===== src/source/core_pkg.sv =====
package core_pkg;

	localparam int XLEN = 32;

	typedef logic [XLEN-1:0] word_t;
	typedef logic [XLEN-1:0] addr_t;
	typedef logic [4:0]      reg_idx_t;
	typedef logic [31:0]     inst_t;

	// Major opcodes of the supported RV32I subset
	typedef enum logic [6:0] {
		OP_LUI    = 7'b0110111,
		OP_AUIPC  = 7'b0010111,
		OP_JAL    = 7'b1101111,
		OP_JALR   = 7'b1100111,
		OP_BRANCH = 7'b1100011,
		OP_LOAD   = 7'b0000011,
		OP_STORE  = 7'b0100011,
		OP_IMM    = 7'b0010011,
		OP_REG    = 7'b0110011
	} opcode_e;

	typedef enum logic [2:0] {
		INST_R, INST_I, INST_S, INST_B, INST_U, INST_J, INST_X
	} inst_type_e;

	typedef enum logic [3:0] {
		ALU_ADD, ALU_SUB, ALU_SLL, ALU_SLT, ALU_SLTU,
		ALU_XOR, ALU_SRL, ALU_SRA, ALU_OR, ALU_AND
	} alu_op_e;

	typedef struct packed {
		inst_type_e itype;
		alu_op_e    alu_op;
		logic [2:0] funct3;
		logic       is_lui;
		logic       is_jump;
		logic       is_load;
		logic       is_store;
		logic       is_branch;
		logic       rwb_en;
		reg_idx_t   rs1;
		reg_idx_t   rs2;
		reg_idx_t   rd;
	} inst_ctrl_t;

	typedef struct packed {
		addr_t      pc;
		inst_ctrl_t ctrl;
		word_t      imm;
	} ex_entry_t;

	typedef struct packed {
		addr_t      pc;
		inst_ctrl_t ctrl;
		word_t      imm;
		word_t      alu_result;
		word_t      rs2_data;
		logic       br_taken;
		addr_t      jump_target;
	} mem_entry_t;

	typedef struct packed {
		addr_t      pc;
		inst_ctrl_t ctrl;
		word_t      imm;
		word_t      alu_result;
		word_t      load_data;
	} wb_entry_t;

endpackage


===== src/source/alu.sv =====
`timescale 1ns/1ns

module alu import core_pkg::*; (
	input  alu_op_e i_op,
	input  word_t   i_a,
	input  word_t   i_b,
	output word_t   o_result
);

	logic [4:0] shamt;

	assign shamt = i_b[4:0];

	always_comb begin
		case (i_op)
			ALU_ADD:  o_result = i_a + i_b;
			ALU_SUB:  o_result = i_a - i_b;
			ALU_SLL:  o_result = i_a << shamt;
			ALU_SLT:  o_result = {{(XLEN-1){1'b0}}, $signed(i_a) < $signed(i_b)};
			ALU_SLTU: o_result = {{(XLEN-1){1'b0}}, i_a < i_b};
			ALU_XOR:  o_result = i_a ^ i_b;
			ALU_SRL:  o_result = i_a >> shamt;
			// Arithmetic shift keeps the sign bit
			ALU_SRA:  o_result = word_t'($signed(i_a) >>> shamt);
			ALU_OR:   o_result = i_a | i_b;
			ALU_AND:  o_result = i_a & i_b;
			default:  o_result = '0;
		endcase
	end

endmodule


===== src/source/core_top.sv =====
`timescale 1ns/1ns

module core_top import core_pkg::*; (
	input  logic  clk,
	input  logic  rst,
	input  logic  i_inst_valid,
	input  addr_t i_inst_pc,
	input  inst_t i_inst_bits,
	output logic  o_inst_ready,
	output logic  o_redirect,
	output addr_t o_redirect_pc,
	output logic  o_dmem_en,
	output logic  o_dmem_we,
	output addr_t o_dmem_addr,
	output word_t o_dmem_wdata,
	input  word_t i_dmem_rdata,
	output word_t o_instret
);

	inst_ctrl_t id_ctrl;
	word_t      id_imm;
	ex_entry_t  exq_wdata;
	ex_entry_t  exq_rdata;
	logic       exq_rvalid;
	logic       exq_rready;
	mem_entry_t memq_wdata;
	mem_entry_t memq_rdata;
	logic       memq_wvalid;
	logic       memq_wready;
	logic       memq_rvalid;
	logic       memq_rready;
	wb_entry_t  wbq_wdata;
	wb_entry_t  wbq_rdata;
	logic       wbq_wvalid;
	logic       wbq_wready;
	logic       wbq_rvalid;
	reg_idx_t   ex_rs1;
	reg_idx_t   ex_rs2;
	word_t      rs1_data;
	word_t      rs2_data;
	reg_idx_t   mem_busy_rd;
	reg_idx_t   wb_busy_rd;
	word_t      wb_data;

	inst_decoder u_decoder (
		.i_bits (i_inst_bits),
		.o_ctrl (id_ctrl),
		.o_imm  (id_imm)
	);

	assign exq_wdata = '{pc: i_inst_pc, ctrl: id_ctrl, imm: id_imm};

	// Taken branch or jump in memory kills the two younger entries
	assign o_redirect    = memq_rvalid && (memq_rdata.ctrl.is_jump || memq_rdata.br_taken);
	assign o_redirect_pc = memq_rdata.jump_target;

	stage_fifo #(.DATA_TYPE(ex_entry_t)) u_exq (
		.clk      (clk),
		.rst      (rst),
		.i_flush  (o_redirect),
		.i_wvalid (i_inst_valid),
		.i_wdata  (exq_wdata),
		.o_wready (o_inst_ready),
		.i_rready (exq_rready),
		.o_rvalid (exq_rvalid),
		.o_rdata  (exq_rdata)
	);

	// Register numbers of writers still in flight or zero if none
	assign mem_busy_rd = (memq_rvalid && memq_rdata.ctrl.rwb_en) ? memq_rdata.ctrl.rd : '0;
	assign wb_busy_rd  = (wbq_rvalid && wbq_rdata.ctrl.rwb_en) ? wbq_rdata.ctrl.rd : '0;

	execute_stage u_execute (
		.i_valid       (exq_rvalid),
		.i_entry       (exq_rdata),
		.o_ready       (exq_rready),
		.o_valid       (memq_wvalid),
		.o_entry       (memq_wdata),
		.i_down_ready  (memq_wready),
		.o_rs1         (ex_rs1),
		.o_rs2         (ex_rs2),
		.i_rs1_data    (rs1_data),
		.i_rs2_data    (rs2_data),
		.i_mem_busy_rd (mem_busy_rd),
		.i_wb_busy_rd  (wb_busy_rd)
	);

	stage_fifo #(.DATA_TYPE(mem_entry_t)) u_memq (
		.clk      (clk),
		.rst      (rst),
		.i_flush  (o_redirect),
		.i_wvalid (memq_wvalid),
		.i_wdata  (memq_wdata),
		.o_wready (memq_wready),
		.i_rready (memq_rready),
		.o_rvalid (memq_rvalid),
		.o_rdata  (memq_rdata)
	);

	mem_stage u_mem (
		.clk          (clk),
		.rst          (rst),
		.i_valid      (memq_rvalid),
		.i_entry      (memq_rdata),
		.i_down_ready (wbq_wready),
		.o_ready      (memq_rready),
		.o_valid      (wbq_wvalid),
		.o_entry      (wbq_wdata),
		.o_dmem_en    (o_dmem_en),
		.o_dmem_we    (o_dmem_we),
		.o_dmem_addr  (o_dmem_addr),
		.o_dmem_wdata (o_dmem_wdata),
		.i_dmem_rdata (i_dmem_rdata)
	);

	// Writeback retires one entry every cycle it has one
	stage_fifo #(.DATA_TYPE(wb_entry_t)) u_wbq (
		.clk      (clk),
		.rst      (rst),
		.i_flush  (1'b0),
		.i_wvalid (wbq_wvalid),
		.i_wdata  (wbq_wdata),
		.o_wready (wbq_wready),
		.i_rready (1'b1),
		.o_rvalid (wbq_rvalid),
		.o_rdata  (wbq_rdata)
	);

	always_comb begin
		if (wbq_rdata.ctrl.is_lui) begin
			wb_data = wbq_rdata.imm;
		end else if (wbq_rdata.ctrl.is_jump) begin
			wb_data = wbq_rdata.pc + 32'd4;
		end else if (wbq_rdata.ctrl.is_load) begin
			wb_data = wbq_rdata.load_data;
		end else begin
			wb_data = wbq_rdata.alu_result;
		end
	end

	reg_file u_regs (
		.clk        (clk),
		.i_rs1      (ex_rs1),
		.i_rs2      (ex_rs2),
		.o_rs1_data (rs1_data),
		.o_rs2_data (rs2_data),
		.i_we       (wbq_rvalid && wbq_rdata.ctrl.rwb_en),
		.i_rd       (wbq_rdata.ctrl.rd),
		.i_wdata    (wb_data)
	);

	always_ff @(posedge clk or negedge rst) begin
		if (!rst) begin
			o_instret <= '0;
		end else if (wbq_rvalid) begin
			o_instret <= o_instret + 1'b1;
		end
	end

endmodule


===== src/source/execute_stage.sv =====
`timescale 1ns/1ns

module execute_stage import core_pkg::*; (
	input  logic       i_valid,
	input  ex_entry_t  i_entry,
	output logic       o_ready,
	output logic       o_valid,
	output mem_entry_t o_entry,
	input  logic       i_down_ready,
	output reg_idx_t   o_rs1,
	output reg_idx_t   o_rs2,
	input  word_t      i_rs1_data,
	input  word_t      i_rs2_data,
	input  reg_idx_t   i_mem_busy_rd,
	input  reg_idx_t   i_wb_busy_rd
);

	logic  rs1_busy;
	logic  rs2_busy;
	logic  hazard;
	logic  br_cond;
	word_t op_a;
	word_t op_b;
	word_t alu_result;

	assign o_rs1 = i_entry.ctrl.rs1;
	assign o_rs2 = i_entry.ctrl.rs2;

	// No forwarding, so wait until older writers have retired
	assign rs1_busy = (o_rs1 != '0) && (o_rs1 == i_mem_busy_rd || o_rs1 == i_wb_busy_rd);
	assign rs2_busy = (o_rs2 != '0) && (o_rs2 == i_mem_busy_rd || o_rs2 == i_wb_busy_rd);
	assign hazard   = rs1_busy || rs2_busy;

	assign o_ready = i_down_ready && !hazard;
	assign o_valid = i_valid && !hazard;

	always_comb begin
		case (i_entry.ctrl.itype)
			INST_R, INST_B: begin
				op_a = i_rs1_data;
				op_b = i_rs2_data;
			end
			INST_I, INST_S: begin
				op_a = i_rs1_data;
				op_b = i_entry.imm;
			end
			INST_U, INST_J: begin
				op_a = i_entry.pc;
				op_b = i_entry.imm;
			end
			default: begin
				op_a = '0;
				op_b = '0;
			end
		endcase
	end

	alu u_alu (
		.i_op     (i_entry.ctrl.alu_op),
		.i_a      (op_a),
		.i_b      (op_b),
		.o_result (alu_result)
	);

	always_comb begin
		case (i_entry.ctrl.funct3)
			3'b000: br_cond = i_rs1_data == i_rs2_data;
			3'b001: br_cond = i_rs1_data != i_rs2_data;
			3'b100: br_cond = $signed(i_rs1_data) < $signed(i_rs2_data);
			3'b101: br_cond = $signed(i_rs1_data) >= $signed(i_rs2_data);
			3'b110: br_cond = i_rs1_data < i_rs2_data;
			3'b111: br_cond = i_rs1_data >= i_rs2_data;
			default: br_cond = 1'b0;
		endcase
	end

	always_comb begin
		o_entry.pc = i_entry.pc;
		o_entry.ctrl = i_entry.ctrl;
		o_entry.imm = i_entry.imm;
		o_entry.alu_result = alu_result;
		o_entry.rs2_data = i_rs2_data;
		o_entry.br_taken = i_entry.ctrl.is_branch && br_cond;
		// JAL and JALR reuse the ALU sum
		if (i_entry.ctrl.is_branch) begin
			o_entry.jump_target = i_entry.pc + i_entry.imm;
		end else begin
			o_entry.jump_target = {alu_result[XLEN-1:1], 1'b0};
		end
	end

endmodule


===== src/source/inst_decoder.sv =====
`timescale 1ns/1ns

module inst_decoder import core_pkg::*; (
	input  inst_t      i_bits,
	output inst_ctrl_t o_ctrl,
	output word_t      o_imm
);

	logic [2:0] funct3;
	logic [6:0] funct7;
	alu_op_e    reg_op;

	assign funct3 = i_bits[14:12];
	assign funct7 = i_bits[31:25];

	// Common to OP and OP-IMM, bit 30 picks SRA over SRL
	always_comb begin
		case (funct3)
			3'b000: reg_op = ALU_ADD;
			3'b001: reg_op = ALU_SLL;
			3'b010: reg_op = ALU_SLT;
			3'b011: reg_op = ALU_SLTU;
			3'b100: reg_op = ALU_XOR;
			3'b101: reg_op = funct7[5] ? ALU_SRA : ALU_SRL;
			3'b110: reg_op = ALU_OR;
			default: reg_op = ALU_AND;
		endcase
	end

	always_comb begin
		o_ctrl = '0;
		o_ctrl.itype = INST_X;
		o_ctrl.alu_op = ALU_ADD;
		o_ctrl.funct3 = funct3;
		case (i_bits[6:0])
			OP_LUI: begin
				o_ctrl.itype = INST_U;
				o_ctrl.is_lui = 1'b1;
				o_ctrl.rwb_en = 1'b1;
			end
			OP_AUIPC: begin
				o_ctrl.itype = INST_U;
				o_ctrl.rwb_en = 1'b1;
			end
			OP_JAL: begin
				o_ctrl.itype = INST_J;
				o_ctrl.is_jump = 1'b1;
				o_ctrl.rwb_en = 1'b1;
			end
			OP_JALR: begin
				if (funct3 == 3'b000) begin
					o_ctrl.itype = INST_I;
					o_ctrl.is_jump = 1'b1;
					o_ctrl.rwb_en = 1'b1;
				end
			end
			OP_BRANCH: begin
				// 010 and 011 are not branch conditions
				if (funct3[2:1] != 2'b01) begin
					o_ctrl.itype = INST_B;
					o_ctrl.is_branch = 1'b1;
				end
			end
			OP_LOAD: begin
				if (funct3 == 3'b010) begin
					o_ctrl.itype = INST_I;
					o_ctrl.is_load = 1'b1;
					o_ctrl.rwb_en = 1'b1;
				end
			end
			OP_STORE: begin
				if (funct3 == 3'b010) begin
					o_ctrl.itype = INST_S;
					o_ctrl.is_store = 1'b1;
				end
			end
			OP_IMM: begin
				o_ctrl.itype = INST_I;
				o_ctrl.alu_op = reg_op;
				o_ctrl.rwb_en = 1'b1;
			end
			OP_REG: begin
				if (funct7 == 7'b0000000 ||
					(funct7 == 7'b0100000 && (funct3 == 3'b000 || funct3 == 3'b101))) begin
					o_ctrl.itype = INST_R;
					o_ctrl.alu_op = (funct3 == 3'b000 && funct7[5]) ? ALU_SUB : reg_op;
					o_ctrl.rwb_en = 1'b1;
				end
			end
			default: begin
			end
		endcase
		// Register numbers only where the format reads or writes them
		if (o_ctrl.itype inside {INST_R, INST_I, INST_S, INST_B}) begin
			o_ctrl.rs1 = i_bits[19:15];
		end
		if (o_ctrl.itype inside {INST_R, INST_S, INST_B}) begin
			o_ctrl.rs2 = i_bits[24:20];
		end
		if (o_ctrl.rwb_en) begin
			o_ctrl.rd = i_bits[11:7];
		end
	end

	always_comb begin
		case (o_ctrl.itype)
			INST_I: o_imm = {{20{i_bits[31]}}, i_bits[31:20]};
			INST_S: o_imm = {{20{i_bits[31]}}, i_bits[31:25], i_bits[11:7]};
			INST_B: o_imm = {{19{i_bits[31]}}, i_bits[31], i_bits[7],
				i_bits[30:25], i_bits[11:8], 1'b0};
			INST_U: o_imm = {i_bits[31:12], 12'b0};
			INST_J: o_imm = {{11{i_bits[31]}}, i_bits[31], i_bits[19:12],
				i_bits[20], i_bits[30:21], 1'b0};
			default: o_imm = '0;
		endcase
	end

endmodule


===== src/source/mem_stage.sv =====
`timescale 1ns/1ns

module mem_stage import core_pkg::*; (
	input  logic       clk,
	input  logic       rst,
	input  logic       i_valid,
	input  mem_entry_t i_entry,
	input  logic       i_down_ready,
	output logic       o_ready,
	output logic       o_valid,
	output wb_entry_t  o_entry,
	output logic       o_dmem_en,
	output logic       o_dmem_we,
	output addr_t      o_dmem_addr,
	output word_t      o_dmem_wdata,
	input  word_t      i_dmem_rdata
);

	logic load_wait;
	logic stall;

	// Load holds here until its data returns a cycle later
	assign stall   = i_valid && i_entry.ctrl.is_load && !load_wait;
	assign o_ready = i_down_ready && !stall;
	assign o_valid = i_valid && !stall;

	assign o_dmem_en    = (i_valid && i_entry.ctrl.is_store) || stall;
	assign o_dmem_we    = i_valid && i_entry.ctrl.is_store;
	assign o_dmem_addr  = {i_entry.alu_result[XLEN-1:2], 2'b00};
	assign o_dmem_wdata = i_entry.rs2_data;

	always_ff @(posedge clk or negedge rst) begin
		if (!rst) begin
			load_wait <= 1'b0;
		end else if (i_valid && o_ready) begin
			load_wait <= 1'b0;
		end else if (stall) begin
			load_wait <= 1'b1;
		end
	end

	always_comb begin
		o_entry.pc = i_entry.pc;
		o_entry.ctrl = i_entry.ctrl;
		o_entry.imm = i_entry.imm;
		o_entry.alu_result = i_entry.alu_result;
		o_entry.load_data = i_dmem_rdata;
	end

endmodule


===== src/source/reg_file.sv =====
`timescale 1ns/1ns

module reg_file import core_pkg::*; (
	input  logic     clk,
	input  reg_idx_t i_rs1,
	input  reg_idx_t i_rs2,
	output word_t    o_rs1_data,
	output word_t    o_rs2_data,
	input  logic     i_we,
	input  reg_idx_t i_rd,
	input  word_t    i_wdata
);

	word_t regs [32];

	// x0 reads as zero whatever was written to it
	assign o_rs1_data = (i_rs1 == '0) ? '0 : regs[i_rs1];
	assign o_rs2_data = (i_rs2 == '0) ? '0 : regs[i_rs2];

	always_ff @(posedge clk) begin
		if (i_we) begin
			regs[i_rd] <= i_wdata;
		end
	end

endmodule


===== src/source/stage_fifo.sv =====
`timescale 1ns/1ns

module stage_fifo #(
	parameter type DATA_TYPE = logic
) (
	input  logic     clk,
	input  logic     rst,
	input  logic     i_flush,
	input  logic     i_wvalid,
	input  DATA_TYPE i_wdata,
	output logic     o_wready,
	input  logic     i_rready,
	output logic     o_rvalid,
	output DATA_TYPE o_rdata
);

	logic     full;
	DATA_TYPE data_q;

	// Slot can be refilled in the same cycle it is drained
	assign o_wready = !full || i_rready;
	assign o_rvalid = full;
	assign o_rdata  = data_q;

	always_ff @(posedge clk or negedge rst) begin
		if (!rst) begin
			full <= 1'b0;
		end else if (i_flush) begin
			full <= 1'b0;
		end else if (i_wvalid && o_wready) begin
			full <= 1'b1;
		end else if (i_rready) begin
			full <= 1'b0;
		end
	end

	always_ff @(posedge clk) begin
		if (i_wvalid && o_wready) begin
			data_q <= i_wdata;
		end
	end

endmodule


===== config.mk =====
export PLATFORM = sky130hd
export DESIGN_NAME = core_top
export DESIGN_NICKNAME = d
export VERILOG_FILES = /design/src/source/core_pkg.sv /design/src/source/alu.sv /design/src/source/core_top.sv /design/src/source/execute_stage.sv /design/src/source/inst_decoder.sv /design/src/source/mem_stage.sv /design/src/source/reg_file.sv /design/src/source/stage_fifo.sv
export SDC_FILE = /design/constraint.sdc
export NUM_CORES = 2
export LEC_CHECK = 0
export BUFFER_PORTS_ARGS = -buffer_cell sky130_fd_sc_hd__clkbuf_2
export CORE_MARGIN = 4
export CORE_UTILIZATION = 45
export CTS_BUF_LIST = sky130_fd_sc_hd__clkbuf_2 sky130_fd_sc_hd__clkbuf_4 sky130_fd_sc_hd__clkbuf_8
export DETAILED_ROUTE_END_ITERATION = 6
export PLACE_DENSITY = 0.69
export SYNTH_ARGS = -nofsm -noshare
export SYNTH_HDL_FRONTEND = slang
export SYNTH_HIERARCHICAL = 1
export SYNTH_SLANG_ARGS = --single-unit

===== constraint.sdc =====
create_clock -name clk -period 7 [get_ports clk]
set_input_delay 0.7 -clock clk [delete_from_list [all_inputs] [get_ports clk]]
set_output_delay 0.7 -clock clk [all_outputs]
set_load 0.01 [all_outputs]

==> summary by stage <==
Critical path
Data on the critical path arrives at its endpoint at 7.33 ns. The worst-path maximum fanout is 9. The worst setup path is launched from a flop. The critical path required time is 7.69 ns. The critical path class is reg -> reg. The endpoint type of the worst setup path is a flop.

Clock network
In this run the deepest clock path goes through 3 buffers. The cell sitting at the root of the clock tree is a sky130_fd_sc_hd__clkbuf_8. TritonCTS built the clock tree. Counting every sink on the clock net gives 1463.

The clock-pin slew on the worst setup and hold paths is 0.07 ns. The total CTS buffers is 223. CTS built an H-tree with a depth of 4. Buffers added to address setup during post-CTS repair amount to 0. The later-pin clock latency in the skew report is 0.99 ns.

Hold path
In this run the worst hold path is classified as in -> reg.

Layout
The core utilization of the finished layout is 50.7%. The fraction of layout instances using a drive strength above 1 is 27.7%. From synthesis to final layout, the design area changed by 11.5%. After the last flow step, the layout net total stands at 6007.

Floorplanning
The chip width is 425 um. The height of the chip is 425 um. The initial core utilization is 45.5%.

The floorplan step defined a die boundary enclosing 181000 sq um. The total I/O pin count is 231. Row generation in the floorplan step produced 152 rows. The core footprint is 172000 sq um.

Route
The count of routing violations after the opening detailed-route iteration is 8200. The count of unresolved DRC violations after routing is 1. The per-cell via count in the routed design is 6.57. The number of detailed-routing iterations run before antenna repair is 7. For this block, the routed nets add up to 283 mm of wire.

The detail route stage leaves a number of antenna-violating nets equal to 0. Dividing the detail-routed wire length by the instance count gives 34.3 um. The routed layout has 54194 vias.

Run
The total of max-cap violations is 0.

GRT
After global routing the overflow that remains totals 0. The via count of the first global-routing pass was 52271. The first global-routing pass estimated 393 mm of wire. In the global route stage, overall resource usage came out at 30.7%. The initial antenna violation count came to 23. The pin count of the biggest net entering global routing is 114.

Synth
The synthesized netlist cell count is 5503. The summed instance area of the synthesized netlist is 78400 sq um. The average cell area after synthesis is 14.2 sq um. The number of warnings reported in the yosys synthesis log is 6.

Timing
Based on the critical path, the design can be clocked at up to 151 MHz. The clock arrives with 0.0807 ns of skew. The final worst-path setup slack is 0.365 ns. The max-slew violation total from the final report is 0.

The count of final hold-check violations is 0. Setup repair after global routing left no endpoint under its margin. Setup violations remaining at the end of the flow were counted as 0. The setup TNS after final layout is 0 ns. The tightest slew margin relative to the limit is 6.44%. The final cycle utilization of the critical path is 94.8%. For the pin with the worst max-slew slack, the measured transition is 1.40 ns. After layout, the minimum clock period comes to 6.64 ns.

Power and ir drop
Dividing total power by cell area gives a power density of 361 nW/um^2. The total power after layout is 31.6 mW. The worst-case IR drop observed on VDD is 0.000397 V.

For this design the static power due to leakage is 30.5 nW.

Placement
The half-perimeter wire length after detailed placement is 194 mm. The pre-CTS setup slack is 0.367 ns. The routability-driven placement congestion ratio is 1.01. Input and output buffers added on the ports amount to 228.

Status
The checks that failed: design-rule violations. The run finished, with violations left.
==> cell usage in the layout, fill, tap and decap left out, types with 24 or more instances in the layout <==
cell type and instances:
sky130_fd_sc_hd__nor2_4 33, sky130_fd_sc_hd__clkbuf_2 228, sky130_fd_sc_hd__dlygate4sd3_1 67, sky130_fd_sc_hd__a21oi_1 234, sky130_fd_sc_hd__nand3_1 65, sky130_fd_sc_hd__o22ai_1 98, sky130_fd_sc_hd__and2_1 42, sky130_fd_sc_hd__a21o_1 53
sky130_fd_sc_hd__a211oi_1 83, sky130_fd_sc_hd__ha_1 164, sky130_fd_sc_hd__and3_1 42, sky130_fd_sc_hd__clkinv_2 35, sky130_fd_sc_hd__clkbuf_8 228, sky130_fd_sc_hd__nor3_1 80, sky130_fd_sc_hd__o21ai_0 137, sky130_fd_sc_hd__a211o_1 35
sky130_fd_sc_hd__a2111oi_0 35, sky130_fd_sc_hd__xnor2_1 75, sky130_fd_sc_hd__a22o_1 73, sky130_fd_sc_hd__a221oi_1 42, sky130_fd_sc_hd__nor2b_1 24, sky130_fd_sc_hd__mux2i_1 239, sky130_fd_sc_hd__nor2_1 201, sky130_fd_sc_hd__buf_12 34
sky130_fd_sc_hd__o211ai_1 25, sky130_fd_sc_hd__nand4_1 25, sky130_fd_sc_hd__xor2_1 39, sky130_fd_sc_hd__edfxtp_1 1427, sky130_fd_sc_hd__buf_4 360, sky130_fd_sc_hd__inv_1 219, sky130_fd_sc_hd__o221ai_1 42, sky130_fd_sc_hd__nand2_1 315
sky130_fd_sc_hd__clkinv_1 58, sky130_fd_sc_hd__clkbuf_4 61, sky130_fd_sc_hd__dfrtp_1 36, sky130_fd_sc_hd__mux4_2 484
==> where the power goes <==
| part | switching (mW) | internal, mW |
|---|---|---|
| clock network | 3.53 | 3.69 |
| registers | 0.854 | 12.1 |
| logic | 7.50 | 3.87 |
==> per-stage QoR <==
step | cells | instance area, sq um | hold slack (ns)
2_1_floorplan | 5504 | 78400 | 0.404
3_3_place_gp | 7759 | 82200 | 0.400
3_5_place_dp | 7759 | 82200 | 0.405
4_1_cts | 8236 | 87300 | 0.00168
5_1_grt | 8248 | 87300 | 0.0341
6_report | 8253 | 87400 | 0.0818
==> area by class of cell <==
cell class / instances / area, sq um
clock buffer: 289 / 3600
timing repair buffer: 689 / 5190
clock inverter: 121 / 872
sequential: 1463 / 43800
antenna: 17 / 42.5
fill: 14419 / 84900
tap: 2310 / 2890
inverter: 223 / 840
multi-input combinational: 3141 / 30200
==> state kept, by name, summed over array words and instances, names as in the netlist <==
register	cells
u_exq/o_rvalid	1
u_wbq/o_rvalid	1
u_exq/o_rdata	95
u_regs/regs	1024
u_wbq/o_rdata	137
u_memq/o_rdata	171
u_mem/load_wait	1
u_memq/o_rvalid	1
o_instret	32
==> worst max-delay path, stage by stage (launching register included) <==
cell	delay, ns
sky130_fd_sc_hd__edfxtp_1	0.58
sky130_fd_sc_hd__buf_4	0.26
sky130_fd_sc_hd__or3b_1	0.61
sky130_fd_sc_hd__o221ai_1	0.29
sky130_fd_sc_hd__a211oi_1	0.10
sky130_fd_sc_hd__nor3_1	0.69
sky130_fd_sc_hd__nand2_1	0.23
sky130_fd_sc_hd__a21oi_1	0.31
sky130_fd_sc_hd__inv_1	0.11
sky130_fd_sc_hd__ha_1	0.42
sky130_fd_sc_hd__and2_1	0.23
sky130_fd_sc_hd__a221o_1	0.31
sky130_fd_sc_hd__a311o_1	0.35
sky130_fd_sc_hd__a21o_1	0.19
sky130_fd_sc_hd__o31a_4	0.34
sky130_fd_sc_hd__o21ai_0	0.39
sky130_fd_sc_hd__o21ai_0	0.19
sky130_fd_sc_hd__xnor2_1	0.18
sky130_fd_sc_hd__o221ai_1	0.27
sky130_fd_sc_hd__a21oi_1	0.22
sky130_fd_sc_hd__o211ai_1	0.10
==> layer usage <==
layer	GRT usage, %	up-vias	wire length (um)
met5	0	-	54
met4	18.8	8	20300
met3	7.97	803	34600
met2	46.3	4019	127000
met1	39.7	27372	101000
li1	-	21992	-
==> path summary, 6_finish.rpt <==
check / from / endpoint / slack, ns / depth (start not counted)
max: u_exq/o_rdata[40]$_DFFE_PP_ / u_memq/o_rdata[20]$_DFFE_PP_ / 0.36 / 20
min: i_inst_bits[18] / u_exq/o_rdata[45]$_DFFE_PP_ / 0.08 / 2
max reg2reg: u_exq/o_rdata[40]$_DFFE_PP_ / u_memq/o_rdata[20]$_DFFE_PP_ / 0.36 / 20
min reg2reg: u_memq/o_rdata[191]$_DFFE_PP_ / u_wbq/o_rdata[158]$_DFFE_PP_ / 0.39 / 0
max in group asynchronous: rst / o_instret[30]$_DFFE_PN0P_ / 5.98 / 2
min in group asynchronous: rst / o_instret[9]$_DFFE_PN0P_ / 0.42 / 2
==> what timing repair did <==
action	4_1_cts	5_1_grt
hold endpoints to repair	102	0
hold buffers	67	0
gates resized for setup	0	1
setup endpoints to repair	0	1
(Power assumes the default switching activity.)
